**src/mips_settings.svh**
```systemverilog
// Core-wide widths and reset values
// Data width, register address width, register count, first fetch address

`ifndef MIPS_SETTINGS_SVH
`define MIPS_SETTINGS_SVH

// Data and address width
`define MIPS_XLEN        32
`define MIPS_REG_ADDR_W  5
`define MIPS_NUM_REGS    32

`define MIPS_RESET_PC    32'h0000_0000   // First fetch after reset

`endif

```
**src/mips_pkg.sv**
```systemverilog
// Shared types of the MIPS32 subset core
// Words, register numbers, opcodes, instruction fields, control word
// Forward selects and the forward operand mux

`include "mips_settings.svh"

package mips_pkg;

    typedef logic [`MIPS_XLEN-1:0]       word_t;
    typedef logic [`MIPS_REG_ADDR_W-1:0] reg_addr_t;

    typedef enum logic [5:0] {
        OP_SPECIAL = 6'h00,
        OP_BEQ     = 6'h04,
        OP_BNE     = 6'h05,
        OP_ADDIU   = 6'h09,
        OP_ORI     = 6'h0d,
        OP_LW      = 6'h23,
        OP_SW      = 6'h2b
    } opcode_e;

    typedef enum logic [5:0] {
        F_ADDU = 6'h21,
        F_SUBU = 6'h23,
        F_AND  = 6'h24,
        F_OR   = 6'h25,
        F_XOR  = 6'h26,
        F_SLT  = 6'h2a
    } funct_e;

    // Immediate is the low 16 bits (rd, shamt, funct)
    typedef struct packed {
        logic [5:0] opcode;
        reg_addr_t  rs;
        reg_addr_t  rt;
        reg_addr_t  rd;
        logic [4:0] shamt;
        logic [5:0] funct;
    } instr_t;

    typedef enum logic [2:0] {
        ALU_ADD,
        ALU_SUB,
        ALU_AND,
        ALU_OR,
        ALU_XOR,
        ALU_SLT
    } alu_op_e;

    // All zero is a bubble
    typedef struct packed {
        alu_op_e alu_op;
        logic    use_imm;       // Operand B from immediate
        logic    imm_zero_ext;
        logic    gpr_we;
        logic    wa_is_rd;      // Else rt is the destination
        logic    mem_read;
        logic    mem_write;
        logic    branch;
        logic    branch_ne;
    } ctrl_t;

    typedef enum logic [1:0] {
        FWD_REG,
        FWD_MEM,
        FWD_WB
    } fwd_sel_e;

    // Operand source for decode and execute alike
    function automatic word_t fwd_select(fwd_sel_e sel, word_t reg_val, word_t mem_val,
                                         word_t wb_val);
        case (sel)
            FWD_MEM: return mem_val;
            FWD_WB:  return wb_val;
            default: return reg_val;
        endcase
    endfunction

endpackage

```
**src/pipe_status_if.sv**
```systemverilog
// Write-back targets and results of execute, memory and write-back
// Modports for each producer and for the readers in decode and hazard logic

`timescale 1ns/1ns

interface pipe_status_if (
    input logic clk
);
    import mips_pkg::*;

    reg_addr_t ex_wa;           // Destination of the instruction in execute
    logic      ex_we;
    logic      ex_mem_read;
    reg_addr_t mem_wa;
    logic      mem_we;
    logic      mem_mem_read;
    word_t     mem_result;      // ALU result only, never load data
    reg_addr_t wb_wa;
    logic      wb_we;
    word_t     wb_data;

    modport execute (
        output ex_wa, ex_we, ex_mem_read,
        input  mem_result, wb_data
    );

    modport memory (
        input  ex_wa,
        output mem_wa, mem_we, mem_mem_read, mem_result,
        output wb_wa, wb_we, wb_data
    );

    modport decode (
        input ex_wa, ex_we, ex_mem_read,
        input mem_wa, mem_we, mem_mem_read, mem_result,
        input wb_wa, wb_we, wb_data
    );

    modport hazard (
        input clk,
        input ex_wa, ex_we, ex_mem_read,
        input mem_wa, mem_we, mem_mem_read,
        input wb_wa, wb_we
    );

endinterface

```
**src/control_decoder.sv**
```systemverilog
// Instruction decoder
// Opcode and function code to control word, unknown encodings to a bubble

`timescale 1ns/1ns

module control_decoder (
    input  mips_pkg::instr_t instr_i,
    output mips_pkg::ctrl_t  ctrl_o
);
    import mips_pkg::*;

    always_comb begin
        ctrl_o = '0;
        case (instr_i.opcode)
            OP_SPECIAL: begin
                ctrl_o.gpr_we   = 1'b1;
                ctrl_o.wa_is_rd = 1'b1;
                case (instr_i.funct)
                    F_ADDU:  ctrl_o.alu_op = ALU_ADD;
                    F_SUBU:  ctrl_o.alu_op = ALU_SUB;
                    F_AND:   ctrl_o.alu_op = ALU_AND;
                    F_OR:    ctrl_o.alu_op = ALU_OR;
                    F_XOR:   ctrl_o.alu_op = ALU_XOR;
                    F_SLT:   ctrl_o.alu_op = ALU_SLT;
                    default: ctrl_o = '0;           // Shifts, jumps and the rest
                endcase
            end
            OP_ADDIU: begin
                ctrl_o.use_imm = 1'b1;
                ctrl_o.gpr_we  = 1'b1;
            end
            OP_ORI: begin
                ctrl_o.alu_op       = ALU_OR;
                ctrl_o.use_imm      = 1'b1;
                ctrl_o.imm_zero_ext = 1'b1;
                ctrl_o.gpr_we       = 1'b1;
            end
            // Address is rs plus offset
            OP_LW: begin
                ctrl_o.use_imm  = 1'b1;
                ctrl_o.gpr_we   = 1'b1;
                ctrl_o.mem_read = 1'b1;
            end
            OP_SW: begin
                ctrl_o.use_imm   = 1'b1;
                ctrl_o.mem_write = 1'b1;
            end
            OP_BEQ:  ctrl_o.branch = 1'b1;
            OP_BNE: begin
                ctrl_o.branch    = 1'b1;
                ctrl_o.branch_ne = 1'b1;
            end
            default: ctrl_o = '0;
        endcase
    end

endmodule

```
**src/decode_stage.sv**
```systemverilog
// Decode stage
// Register read, decode-side forwarding, branch compare and target
// ID/EX register with bubble insertion on stall

`timescale 1ns/1ns
`include "mips_settings.svh"

module decode_stage (
    input  logic                clk,
    input  logic                rst,
    input  mips_pkg::instr_t    instr_i,
    input  mips_pkg::word_t     pc4_i,
    input  logic                stall_i,
    input  mips_pkg::fwd_sel_e  fwd_rs_i,
    input  mips_pkg::fwd_sel_e  fwd_rt_i,
    pipe_status_if.decode       status,
    output mips_pkg::reg_addr_t rs_o,
    output mips_pkg::reg_addr_t rt_o,
    output logic                branch_o,
    output logic                branch_taken_o,
    output mips_pkg::word_t     branch_target_o,
    output mips_pkg::ctrl_t     ex_ctrl_o,
    output mips_pkg::word_t     ex_rs_val_o,
    output mips_pkg::word_t     ex_rt_val_o,
    output mips_pkg::reg_addr_t ex_rs_o,
    output mips_pkg::reg_addr_t ex_rt_o,
    output mips_pkg::reg_addr_t ex_rd_o,
    output logic [15:0]         ex_imm_o
);
    import mips_pkg::*;

    ctrl_t       ctrl;
    word_t       gpr_rs;
    word_t       gpr_rt;
    word_t       rs_val;
    word_t       rt_val;
    logic [15:0] imm;

    assign rs_o = instr_i.rs;
    assign rt_o = instr_i.rt;
    assign imm  = instr_i[15:0];

    control_decoder i_control_decoder (
        .instr_i (instr_i),
        .ctrl_o  (ctrl)
    );

    // Written from write-back
    gpr_file i_gpr_file (
        .clk    (clk),
        .ra_a_i (instr_i.rs),
        .ra_b_i (instr_i.rt),
        .rd_a_o (gpr_rs),
        .rd_b_o (gpr_rt),
        .wa_i   (status.wb_wa),
        .we_i   (status.wb_we),
        .wd_i   (status.wb_data)
    );

    assign rs_val = fwd_select(fwd_rs_i, gpr_rs, status.mem_result, status.wb_data);
    assign rt_val = fwd_select(fwd_rt_i, gpr_rt, status.mem_result, status.wb_data);

    // --------------------------------------------------
    // Branch resolution
    // --------------------------------------------------
    assign branch_o        = ctrl.branch;
    assign branch_taken_o  = ctrl.branch && ((rs_val == rt_val) != ctrl.branch_ne);
    assign branch_target_o = pc4_i + {{(`MIPS_XLEN-18){imm[15]}}, imm, 2'b00};

    // --------------------------------------------------
    // ID/EX register
    // --------------------------------------------------
    always_ff @(posedge clk) begin
        ex_rs_val_o <= rs_val;
        ex_rt_val_o <= rt_val;
        ex_rd_o     <= instr_i.rd;
        ex_imm_o    <= imm;
        if (rst || stall_i) begin
            ex_ctrl_o <= '0;        // Bubble, no register sources
            ex_rs_o   <= '0;
            ex_rt_o   <= '0;
        end else begin
            ex_ctrl_o <= ctrl;
            ex_rs_o   <= instr_i.rs;
            ex_rt_o   <= instr_i.rt;
        end
    end

endmodule

```
**src/execute_stage.sv**
```systemverilog
// Execute stage
// Operand forwarding, immediate extension, ALU, destination select
// EX/MEM register

`timescale 1ns/1ns
`include "mips_settings.svh"

module execute_stage (
    input  logic                clk,
    input  logic                rst,
    input  mips_pkg::ctrl_t     ctrl_i,
    input  mips_pkg::word_t     rs_val_i,
    input  mips_pkg::word_t     rt_val_i,
    input  mips_pkg::reg_addr_t rs_i,
    input  mips_pkg::reg_addr_t rt_i,
    input  mips_pkg::reg_addr_t rd_i,
    input  logic [15:0]         imm_i,
    input  mips_pkg::fwd_sel_e  fwd_rs_i,
    input  mips_pkg::fwd_sel_e  fwd_rt_i,
    pipe_status_if.execute      status,
    output mips_pkg::ctrl_t     mem_ctrl_o,
    output mips_pkg::word_t     mem_result_o,
    output mips_pkg::word_t     mem_store_o
);
    import mips_pkg::*;

    word_t op_a;
    word_t rt_fwd;       // Also the store data
    word_t op_b;
    word_t imm_ext;
    word_t alu_out;

    assign op_a   = fwd_select(fwd_rs_i, rs_val_i, status.mem_result, status.wb_data);
    assign rt_fwd = fwd_select(fwd_rt_i, rt_val_i, status.mem_result, status.wb_data);

    assign imm_ext = ctrl_i.imm_zero_ext ? {{(`MIPS_XLEN-16){1'b0}}, imm_i}
                                         : {{(`MIPS_XLEN-16){imm_i[15]}}, imm_i};
    assign op_b    = ctrl_i.use_imm ? imm_ext : rt_fwd;

    always_comb begin
        case (ctrl_i.alu_op)
            ALU_SUB: alu_out = op_a - op_b;
            ALU_AND: alu_out = op_a & op_b;
            ALU_OR:  alu_out = op_a | op_b;
            ALU_XOR: alu_out = op_a ^ op_b;
            ALU_SLT: alu_out = word_t'($signed(op_a) < $signed(op_b));
            default: alu_out = op_a + op_b;         // ADD, addresses too
        endcase
    end

    // Seen by hazard logic this cycle
    assign status.ex_wa       = ctrl_i.wa_is_rd ? rd_i : rt_i;
    assign status.ex_we       = ctrl_i.gpr_we;
    assign status.ex_mem_read = ctrl_i.mem_read;

    always_ff @(posedge clk) begin
        mem_result_o <= alu_out;
        mem_store_o  <= rt_fwd;
        if (rst) begin
            mem_ctrl_o <= '0;
        end else begin
            mem_ctrl_o <= ctrl_i;
        end
    end

    // Register 0 is never forwarded and always reads zero in decode
    a_rs_zero: assert property (@(posedge clk) disable iff (rst)
        (ctrl_i != '0 && rs_i == '0) |-> (op_a == '0))
        else $error("execute: rs is register 0 but operand A is %h", op_a);

endmodule

```
**src/fetch_stage.sv**
```systemverilog
// Fetch stage
// PC register, next-PC selection and the IF/ID register

`timescale 1ns/1ns
`include "mips_settings.svh"

module fetch_stage (
    input  logic             clk,
    input  logic             rst,
    input  logic             stall_i,
    input  logic             branch_taken_i,
    input  mips_pkg::word_t  branch_target_i,
    output mips_pkg::word_t  iport_addr_o,
    input  mips_pkg::word_t  iport_data_i,
    output mips_pkg::instr_t id_instr_o,
    output mips_pkg::word_t  id_pc4_o
);
    import mips_pkg::*;

    word_t pc;
    word_t pc4;
    word_t pc_next;

    assign pc4          = pc + word_t'(4);
    // Branch in decode, so the slot instruction is fetched already
    assign pc_next      = branch_taken_i ? branch_target_i : pc4;
    assign iport_addr_o = pc;

    always_ff @(posedge clk) begin
        if (rst) begin
            pc         <= `MIPS_RESET_PC;
            id_instr_o <= '0;               // Decodes as a bubble
        end else if (!stall_i) begin
            pc         <= pc_next;
            id_instr_o <= iport_data_i;
            id_pc4_o   <= pc4;
        end
    end

    // Targets come from decode as PC+4 plus a shifted offset
    a_pc_aligned: assert property (@(posedge clk) disable iff (rst) pc[1:0] == 2'b00)
        else $error("fetch: PC %h not word aligned", pc);

endmodule

```
**src/gpr_file.sv**
```systemverilog
// General purpose register file
// 32 entries, two read ports with write bypass, one write port

`timescale 1ns/1ns
`include "mips_settings.svh"

module gpr_file (
    input  logic                clk,
    input  mips_pkg::reg_addr_t ra_a_i,
    input  mips_pkg::reg_addr_t ra_b_i,
    output mips_pkg::word_t     rd_a_o,
    output mips_pkg::word_t     rd_b_o,
    input  mips_pkg::reg_addr_t wa_i,
    input  logic                we_i,
    input  mips_pkg::word_t     wd_i
);
    import mips_pkg::*;

    word_t regs [`MIPS_NUM_REGS];

    always_ff @(posedge clk) begin
        if (we_i && wa_i != '0) begin
            regs[wa_i] <= wd_i;
        end
    end

    // Write in the same cycle returns the new value
    assign rd_a_o = (ra_a_i == '0) ? '0 : (we_i && wa_i == ra_a_i) ? wd_i : regs[ra_a_i];
    assign rd_b_o = (ra_b_i == '0) ? '0 : (we_i && wa_i == ra_b_i) ? wd_i : regs[ra_b_i];

endmodule

```
**src/hazard_unit.sv**
```systemverilog
// Hazard unit
// Forward selects for decode and execute, decode stall

`timescale 1ns/1ns

module hazard_unit (
    pipe_status_if.hazard       status,
    input  mips_pkg::reg_addr_t id_rs_i,
    input  mips_pkg::reg_addr_t id_rt_i,
    input  logic                id_branch_i,
    input  mips_pkg::reg_addr_t ex_rs_i,
    input  mips_pkg::reg_addr_t ex_rt_i,
    output mips_pkg::fwd_sel_e  fwd_id_rs_o,
    output mips_pkg::fwd_sel_e  fwd_id_rt_o,
    output mips_pkg::fwd_sel_e  fwd_ex_rs_o,
    output mips_pkg::fwd_sel_e  fwd_ex_rt_o,
    output logic                stall_o
);
    import mips_pkg::*;

    logic mem_id_en;
    logic load_use;
    logic branch_ex;
    logic branch_ld;

    // Memory stage wins over write-back, register 0 never forwards
    function automatic fwd_sel_e pick(reg_addr_t src, logic mem_en);
        fwd_sel_e sel;
        sel = FWD_REG;
        if (src != '0 && status.wb_we && status.wb_wa == src) sel = FWD_WB;
        if (src != '0 && mem_en && status.mem_wa == src) sel = FWD_MEM;
        return sel;
    endfunction

    // Decode reads rs or rt from this destination
    function automatic logic id_reads(reg_addr_t wa);
        return wa != '0 && (wa == id_rs_i || wa == id_rt_i);
    endfunction

    // Load data is not back in time for decode
    assign mem_id_en = status.mem_we && !status.mem_mem_read;

    assign fwd_id_rs_o = pick(id_rs_i, mem_id_en);
    assign fwd_id_rt_o = pick(id_rt_i, mem_id_en);
    assign fwd_ex_rs_o = pick(ex_rs_i, status.mem_we);
    assign fwd_ex_rt_o = pick(ex_rt_i, status.mem_we);

    // --------------------------------------------------
    // Decode stall
    // --------------------------------------------------
    assign load_use  = status.ex_mem_read && id_reads(status.ex_wa);
    assign branch_ex = id_branch_i && status.ex_we && id_reads(status.ex_wa);
    assign branch_ld = id_branch_i && status.mem_mem_read && id_reads(status.mem_wa);
    assign stall_o   = load_use || branch_ex || branch_ld;

    // Load-use stall keeps a consumer out of execute while its load is in memory
    a_no_load_fwd: assert property (@(posedge status.clk)
        status.mem_mem_read |-> (fwd_ex_rs_o != FWD_MEM && fwd_ex_rt_o != FWD_MEM))
        else $error("hazard: memory-stage forward selected for a load");

endmodule

```
**src/memory_stage.sv**
```systemverilog
// Memory stage
// Data port drive, MEM/WB register and the write-back value

`timescale 1ns/1ns

module memory_stage (
    input  logic            clk,
    input  logic            rst,
    input  mips_pkg::ctrl_t ctrl_i,
    input  mips_pkg::word_t result_i,
    input  mips_pkg::word_t store_i,
    output mips_pkg::word_t dport_addr_o,
    output mips_pkg::word_t dport_wdata_o,
    output logic            dport_we_o,
    output logic            dport_re_o,
    input  mips_pkg::word_t dport_rdata_i,
    pipe_status_if.memory   status
);
    import mips_pkg::*;

    reg_addr_t mem_wa;      // Destination, moves with EX/MEM
    reg_addr_t wb_wa;
    logic      wb_we;
    word_t     wb_data;

    assign dport_addr_o  = result_i;
    assign dport_wdata_o = store_i;
    assign dport_we_o    = ctrl_i.mem_write;
    assign dport_re_o    = ctrl_i.mem_read;

    assign status.mem_wa       = mem_wa;
    assign status.mem_we       = ctrl_i.gpr_we;
    assign status.mem_mem_read = ctrl_i.mem_read;
    assign status.mem_result   = result_i;

    always_ff @(posedge clk) begin
        mem_wa  <= status.ex_wa;
        wb_wa   <= mem_wa;
        wb_data <= ctrl_i.mem_read ? dport_rdata_i : result_i;
        wb_we   <= rst ? 1'b0 : ctrl_i.gpr_we;
    end

    assign status.wb_wa   = wb_wa;
    assign status.wb_we   = wb_we;
    assign status.wb_data = wb_data;

endmodule

```
**src/mips_core.sv**
```systemverilog
// Top level of the five-stage MIPS32 subset core
// Fetch, decode, execute, memory and hazard instances with their wiring

`timescale 1ns/1ns

module mips_core (
    input  logic            clk,
    input  logic            rst,
    output mips_pkg::word_t iport_addr_o,
    input  mips_pkg::word_t iport_data_i,
    output mips_pkg::word_t dport_addr_o,
    output mips_pkg::word_t dport_wdata_o,
    output logic            dport_we_o,
    output logic            dport_re_o,
    input  mips_pkg::word_t dport_rdata_i
);
    import mips_pkg::*;

    instr_t    id_instr;
    word_t     id_pc4;
    logic      stall;
    logic      branch_taken;
    word_t     branch_target;
    reg_addr_t id_rs;
    reg_addr_t id_rt;
    logic      id_branch;
    fwd_sel_e  fwd_id_rs;
    fwd_sel_e  fwd_id_rt;
    fwd_sel_e  fwd_ex_rs;
    fwd_sel_e  fwd_ex_rt;
    ctrl_t     ex_ctrl;
    word_t     ex_rs_val;
    word_t     ex_rt_val;
    reg_addr_t ex_rs;
    reg_addr_t ex_rt;
    reg_addr_t ex_rd;
    logic [15:0] ex_imm;
    ctrl_t     mem_ctrl;
    word_t     mem_result;
    word_t     mem_store;

    pipe_status_if status (.clk(clk));

    fetch_stage i_fetch_stage (
        .clk             (clk),
        .rst             (rst),
        .stall_i         (stall),
        .branch_taken_i  (branch_taken),
        .branch_target_i (branch_target),
        .iport_addr_o    (iport_addr_o),
        .iport_data_i    (iport_data_i),
        .id_instr_o      (id_instr),
        .id_pc4_o        (id_pc4)
    );

    decode_stage i_decode_stage (
        .clk             (clk),
        .rst             (rst),
        .instr_i         (id_instr),
        .pc4_i           (id_pc4),
        .stall_i         (stall),
        .fwd_rs_i        (fwd_id_rs),
        .fwd_rt_i        (fwd_id_rt),
        .status          (status),
        .rs_o            (id_rs),
        .rt_o            (id_rt),
        .branch_o        (id_branch),
        .branch_taken_o  (branch_taken),
        .branch_target_o (branch_target),
        .ex_ctrl_o       (ex_ctrl),
        .ex_rs_val_o     (ex_rs_val),
        .ex_rt_val_o     (ex_rt_val),
        .ex_rs_o         (ex_rs),
        .ex_rt_o         (ex_rt),
        .ex_rd_o         (ex_rd),
        .ex_imm_o        (ex_imm)
    );

    execute_stage i_execute_stage (
        .clk          (clk),
        .rst          (rst),
        .ctrl_i       (ex_ctrl),
        .rs_val_i     (ex_rs_val),
        .rt_val_i     (ex_rt_val),
        .rs_i         (ex_rs),
        .rt_i         (ex_rt),
        .rd_i         (ex_rd),
        .imm_i        (ex_imm),
        .fwd_rs_i     (fwd_ex_rs),
        .fwd_rt_i     (fwd_ex_rt),
        .status       (status),
        .mem_ctrl_o   (mem_ctrl),
        .mem_result_o (mem_result),
        .mem_store_o  (mem_store)
    );

    memory_stage i_memory_stage (
        .clk           (clk),
        .rst           (rst),
        .ctrl_i        (mem_ctrl),
        .result_i      (mem_result),
        .store_i       (mem_store),
        .dport_addr_o  (dport_addr_o),
        .dport_wdata_o (dport_wdata_o),
        .dport_we_o    (dport_we_o),
        .dport_re_o    (dport_re_o),
        .dport_rdata_i (dport_rdata_i),
        .status        (status)
    );

    hazard_unit i_hazard_unit (
        .status      (status),
        .id_rs_i     (id_rs),
        .id_rt_i     (id_rt),
        .id_branch_i (id_branch),
        .ex_rs_i     (ex_rs),
        .ex_rt_i     (ex_rt),
        .fwd_id_rs_o (fwd_id_rs),
        .fwd_id_rt_o (fwd_id_rt),
        .fwd_ex_rs_o (fwd_ex_rs),
        .fwd_ex_rt_o (fwd_ex_rt),
        .stall_o     (stall)
    );

endmodule

```
**config.mk**
```make
export PLATFORM = sky130hd
export DESIGN_NAME = mips_core
export DESIGN_NICKNAME = d
export VERILOG_FILES = /design/src/mips_pkg.sv /design/src/pipe_status_if.sv /design/src/control_decoder.sv /design/src/decode_stage.sv /design/src/execute_stage.sv /design/src/fetch_stage.sv /design/src/gpr_file.sv /design/src/hazard_unit.sv /design/src/memory_stage.sv /design/src/mips_core.sv
export VERILOG_INCLUDE_DIRS = /design/src
export SDC_FILE = /design/constraint.sdc
export NUM_CORES = 2
export LEC_CHECK = 0
export BUFFER_PORTS_ARGS = -buffer_cell sky130_fd_sc_hd__buf_2
export CAP_MARGIN = 20
export CORE_UTILIZATION = 37
export DETAILED_ROUTE_END_ITERATION = 8
export HOLD_SLACK_MARGIN = 0.05
export PLACE_DENSITY = 0.57
export SETUP_SLACK_MARGIN = 0.2
export SLEW_MARGIN = 20
export SYNTH_ARGS = -nofsm -noshare
export SYNTH_HDL_FRONTEND = slang
export SYNTH_SLANG_ARGS = --single-unit
export TNS_END_PERCENT = 1
```
**constraint.sdc**
```tcl
create_clock -name clk -period 15.18 [get_ports clk]
set_input_delay 3.036 -clock clk [delete_from_list [all_inputs] [get_ports clk]]
set_output_delay 3.036 -clock clk [all_outputs]
set_load 0.01 [all_outputs]
```
Word level (Yosys, flattened, before mapping)
Memories as Yosys holds them, arrays and structs flattened. A register that Yosys moved wholly into a read port is not among the register bits.
Index checks and enable logic that the tools add are counted.

word-level totals
  register bits after elaboration = 310
  latch bits = 0
  bits in writable memories = 1024
  memory bits (read-only) = 0
  word-level logic and storage cells = 167
  memories kept = 1

memory list
  memory                          depth  bits a word  read ports  clocked after memory_dff  write ports  line            text
  i_decode_stage.i_gpr_file.regs  32     32           2           2                         1            gpr_file.sv:19  word_t regs [`MIPS_NUM_REGS];

cells by class
  add/subtract/negate cells = 4
  $mul = 0
  divide/modulo/power cells = 0
  $lt $le $gt $ge = 1
  eq/ne operators = 37
  shifts and indexed selects = 0
  mux-type cells = 38
  bitwise gates (word level) = 6
  reductions and logical operators = 50

operators with widths
  operator                 number
  $mux W32                 8
  $pmux W32 S2             4
  $pmux W32 S5             1
  $add A32 B32 Y32         2
  $eq A5 B5 Y1             10
  $eq A6 B6 Y1 const B     8
  $reduce_bool A5 Y1       7
  $add A32 B3 Y32 const B  1
  $and A32 B32 Y32         1
  $eq A32 B32 Y1           1
  $lt A32 B32 Y1           1
  $or A32 B32 Y32          1
  $sub A32 B32 Y32         1
  $xor A32 B32 Y32         1
  $logic_and A1 B1 Y1      28
  $mux W5                  5
  $mux W2                  8
  $pmux W3 S5              1
  $pmux W1 S2              7
  $eq A6 B3 Y1 const B     2
  $eq A6 B4 Y1 const B     2
  $logic_not A5 Y1         2
  $eq A2 B1 Y1 const B     4
  $eq A2 B2 Y1 const B     4
  16 further kinds         26

Depth between registers and ports, before layout
  depth after elaboration = 11
  gate-level depth with buffers = 26
  depth with buffers taken out = 24

By module
Synthesis repeated with hierarchy kept, for this count alone.

second synthesis, totals
  cells, all modules = 5220
  area, all modules = 69838.2 sq um

by module, submodules not included
  module           times used  cells each  area each (sq um)
  gpr_file         1           2520        47869.7
  execute_stage    1           1266        8765.9
  decode_stage     1           649         5510.3
  fetch_stage      1           469         4553.1
  memory_stage     1           180         2162.1
  hazard_unit      1           104         778.2
  control_decoder  1           32          198.9

Worst setup path before layout
Ideal clock, no wire load.

  path type = reg2reg
  start point = reg i_memory_stage.wb_wa[4], in the netlist i_memory_stage.status.wb_wa[4]
  end point = reg i_execute_stage.mem_result_o[29]
  arrival = 5.446 ns
  slack = 9.601 ns
  stages on the path, launching flop included = 22
  buffers on the path = 2
  period minus slack after synthesis = 5.579 ns
  cells stage by stage = dfxtp_1 clkbuf_1 xnor2_1 nand4_1 nor4_1 clkbuf_1 mux2i_1 o21ai_0 ha_1 nor2b_1 o21ai_0 a21boi_0 o21ai_0 a21boi_0 a2111oi_0 o41ai_1 nand2_1 a31oi_1 a21oi_1 o31ai_1 mux2i_1 o211ai_1

on the way
  longest elaborated chain between the ends = 9
  elaborated cells between the ends (all ways) = 21
  classes of those cells = add/sub (2); eq/ne (6); mux (8); bitwise (3); reduce/logical (2)

ends and longest elaborated chain
  element                                              line                 text
  start: declaration                                   memory_stage.sv:22   reg_addr_t wb_wa;
  start signal: assignment                             memory_stage.sv:38   wb_wa <= mem_wa;
  $eq A5 B5 Y1                                         hazard_unit.sv:30    if (src != '0 && status.wb_we && status.wb_wa == src) sel = FWD_WB;
  $logic_and A1 B1 Y1                                  hazard_unit.sv:30
  $mux W2                                              hazard_unit.sv:30
  $mux W2                                              hazard_unit.sv:31    if (src != '0 && mem_en && status.mem_wa == src) sel = FWD_MEM;
  $eq A2 B2 Y1 / $eq A2 B1 Y1 (equally long branches)  mips_pkg.sv:72       case (sel)
  $pmux W32 S2                                         mips_pkg.sv:72
  $mux W32                                             execute_stage.sv:38  assign op_b = ctrl_i.use_imm ? imm_ext : rt_fwd;
  $add A32 B32 Y32 (tied with other cells)             execute_stage.sv:47  default: alu_out = op_a + op_b;
  $pmux W32 S5 *                                       execute_stage.sv:41  case (ctrl_i.alu_op)
  net i_execute_stage.alu_out[29]                      execute_stage.sv:31  word_t alu_out;
  end signal: assignment                               execute_stage.sv:57  mem_result_o <= alu_out;
  end: declaration                                     execute_stage.sv:22  output mips_pkg::word_t mem_result_o,

Mark *: on every way through the listed nets, which the timed path passes. The rest lies on a longest branch.
A chain may end at the register's enable or synchronous reset.

==> results.yml <==
logic_synthesis:
  synth-edff-count: 1056
  ys_warn_count: 0
  syn-cell-area_mm2: 0.06790
  avgSynthCellArea_um2: 13.64
  synth_top_area_frac: 0.4670
  async_flop_share: 0
  synth.area.top_cells: "edfxtp_1 (47%), mux4_2 (14%), dfxtp_1 (8.3%), mux2i_1 (5.4%), ha_1 (2.3%)"
  ys_ff_latch: 1339
  seq_area_frac_synth: 0.5504
  synth_cell_type_count: 90
  synth_area_leader_cell: "edfxtp_1"
  synth_flop_cell: "edfxtp_1"
  synthCells: 4979
setup_path:
  crit_required_ns: 15.83
  r2r_end: "i_fetch_stage.iport_addr_o[29]"
  cp.arrival_ns: 7.97
  r2r_setup_slack_ns: 7.87
  cp-end-kind: "register"
  start_kind: "register"
  crit_end: "i_fetch_stage.iport_addr_o[29]"
  path_max_fanout: 62
  worst-setup-path-type: "register to register"
  reg2reg_depth: 16
drt:
  postRouteAntennaNets: 0
  wl_per_cell_um: 30.01
  drtPass1Iterations: 6
  num_vias: 46950
  drc: 0
  totalWireLength_mm: 228.2
  vias_per_cell: 6.175
  drt_iter0_markers: 5865
clocking:
  post_cts_buffers: 0
  insertion_delay_ns: 0.80
  h-tree-depth: 4
  cts_inserted_buffers: 145
  clkTransAtPathRegs_ns: 0.06
  cts_tree: "built"
  post_cts_resized: 0
  cts.path.max_buffers: 3
  clockRootBuffer: "clkbuf_16"
  clock-sinks: 1339
  hold_buffers: 0
placement:
  dpl_worst_slack_ns: 7.669
  post_dp_cell_area_mm2: 0.07140
  hpwl_mm: 144.0
  dpl.cell_count: 7341
  port_buffers: 163
  routabilityCongestion: 0.9293
timing:
  fmax_ghz: 0.1368
  rsz0062_at_grt: "false"
  post-route-period-util: 0.4817
  tns_ns: 0
  period_needed_ns: 7.312
  worst_pin_slew_ns: 1.140
  setup_ws_ns: 7.868
  worst_hold_slack_ns: 0.3835
  finalClockSkew_ns: 0.03805
  slew_headroom: 0.2398
  setup_viol_count_final: 0
  drv_slew: 0
  hold_viol_final: 0
finish:
  final_design_area_no_fill_mm2: 0.07596
  drive_gt1_frac: 0.2078
  syn2layout_area_growth_pct: 11.87
  multiInputGateArea_mm2: 0.02838
  fin_cells: 7603
  seqCellArea_mm2: 0.03741
  num-nets-final: 5313
  postLayoutCoreUtil: 0.4185
  nFillCells: 16670
floorplanning:
  dieArea_mm2: 0.1852
  die_y_um: 430.4
  pin_count: 164
  core.rowCount: 156
  die_w_um: 430.4
  coreArea_mm2: 0.1815
  initial_core_util: 0.3741
run:
  maxCapViolations: 0
power:
  power_density_mw_per_mm2: 134.4
  power_mw: 10.21
  vdd_drop_max_mv: 0.08223
  leakage_nw: 26.20
global_routing:
  gr-usage-all-layers: 0.2425
  first_global_vias: 46090
  grt_pass1_wl_mm: 326.7
  grt_antenna_before_repair: 10
  overflow: 0
  grt_max_degree: 99
min_path:
  hold_class: "register to register"
  hold_depth: 0
status:
  status: "completed"
-- sequential cells by signal (all words and copies together) (netlist names), 9 cells and up, named ones only --
register and count:
i_decode_stage.ex_ctrl_o 9, i_decode_stage.ex_imm_o 12, i_memory_stage.status.wb_data 32, i_fetch_stage.id_instr_o 32, i_execute_stage.mem_result_o 32, i_fetch_stage.iport_addr_o 32
i_decode_stage.ex_rs_val_o 32, i_decode_stage.i_gpr_file.regs 1024, i_execute_stage.mem_store_o 32, i_decode_stage.ex_rt_val_o 32, i_fetch_stage.id_pc4_o 32
-- cell type report --
type                    instances  area share
diodes                          1  0.00003294
clock buffers                 200     0.05299
clock inverters                61    0.006852
inverters                     170    0.008400
multi-input cells            3144      0.3736
flip-flops and latches       1339      0.4925
well taps                    2370     0.03904
repair buffers                318     0.02655
-- cell usage after synthesis (all sizes together), types with 77 or more instances --
library cell and instances:
o21ai 128, ha 126, nand3 104, dfxtp 283, a21oi 298, clkbuf 188, nand2 314, mux2i 366
xnor2 77, a22oi 128, inv 165, nor3 77, mux4 411, edfxtp 1056, buf 169, nor2 250
-- critical path, stage by stage, from the launching register on --
cell and delay [ns]:
dfxtp_4 0.95, buf_4 0.77, buf_4 0.83, mux4_2 0.59, a22oi_1 0.31, a21oi_1 0.11
a211oi_1 0.74, nor3_1 0.21, a211oi_1 0.24, a21o_1 0.12, o22ai_1 0.09, nor4_1 0.41
nand4_2 0.28, mux2i_4 0.22, buf_4 0.63, a211oi_1 0.16, or3_1 0.39
-- cells by family (layout without fill, tap and decap cells) --
group	count (synthesis)	after routing	synth area share
flops	1339	1339	0.5504
mux	819	819	0.1974
other cells	1	33	0.00005523
xor+xnor	123	123	0.01586
buf+inv	527	749	0.03838
compound gates	1052	1052	0.1052
fa+ha+maj	129	129	0.02410
simple gates	989	989	0.06860
-- worst min path at each step --
stage	from	endpoint
2_1_floorplan	i_memory_stage.status.mem_wa[0]	i_memory_stage.status.wb_wa[0]
3_3_place_gp	i_fetch_stage.id_instr_o[12]	i_decode_stage.ex_rd_o[1]
3_5_place_dp	i_fetch_stage.id_instr_o[12]	i_decode_stage.ex_rd_o[1]
4_1_cts	i_fetch_stage.id_instr_o[12]	i_decode_stage.ex_rd_o[1]
5_1_grt	i_fetch_stage.id_instr_o[11]	i_decode_stage.ex_rd_o[0]
6_report	i_fetch_stage.id_instr_o[12]	i_decode_stage.ex_rd_o[1]
-- metal layers --
layer	wire length [um]	share of wire	global-route usage
met1	93230	0.41	0.3332
met2	103500	0.45	0.3751
met3	22010	0.096	0.05030
met4	9411	0.041	0.09591
met5	41	0.00018	0
-- power by group --
group / internal [mW] / switching, mW
registers: 4.55 / 0.315
logic: 0.630 / 1.27
clock network: 1.95 / 1.50
-- cell usage in the layout, fill, tap and decap left out, types with 19 or more instances in the layout --
| cell | synthesis | layout |
|---|---|---|
| nor2b_1 | 38 | 32 |
| mux2_2 | 42 | 42 |
| a22o_1 | 19 | 19 |
| nand3_1 | 104 | 104 |
| a22oi_1 | 128 | 128 |
| and3_1 | 32 | 32 |
| buf_4 | 22 | 152 |
| a221oi_1 | 56 | 56 |
| mux4_2 | 411 | 411 |
| nor3_1 | 77 | 74 |
| nor2_4 | 0 | 31 |
| buf_2 | 70 | 163 |
| nand2_1 | 314 | 314 |
| nand2b_1 | 28 | 28 |
| nor2_1 | 250 | 214 |
| o31ai_1 | 26 | 26 |
| clkinv_2 | 0 | 22 |
| o21ai_0 | 121 | 121 |
| clkbuf_1 | 188 | 38 |
| o21a_1 | 57 | 57 |
| dfxtp_1 | 283 | 262 |
| clkbuf_16 | 0 | 149 |
| nand4_1 | 36 | 36 |
| conb_1 | 1 | 32 |
| ha_1 | 126 | 126 |
| xor2_1 | 46 | 46 |
| and2_1 | 20 | 20 |
| o22ai_1 | 43 | 43 |
| o211ai_1 | 20 | 20 |
| mux2i_1 | 365 | 365 |
| a21o_1 | 38 | 38 |
| edfxtp_1 | 1056 | 1056 |
| clkinv_1 | 5 | 23 |
| a31oi_1 | 19 | 19 |
| xnor2_1 | 77 | 77 |
| inv_1 | 165 | 163 |
| o22a_1 | 25 | 25 |
| a21oi_1 | 297 | 297 |
| a211oi_1 | 26 | 26 |
| o21bai_1 | 19 | 19 |
(Power assumes the default switching activity.)
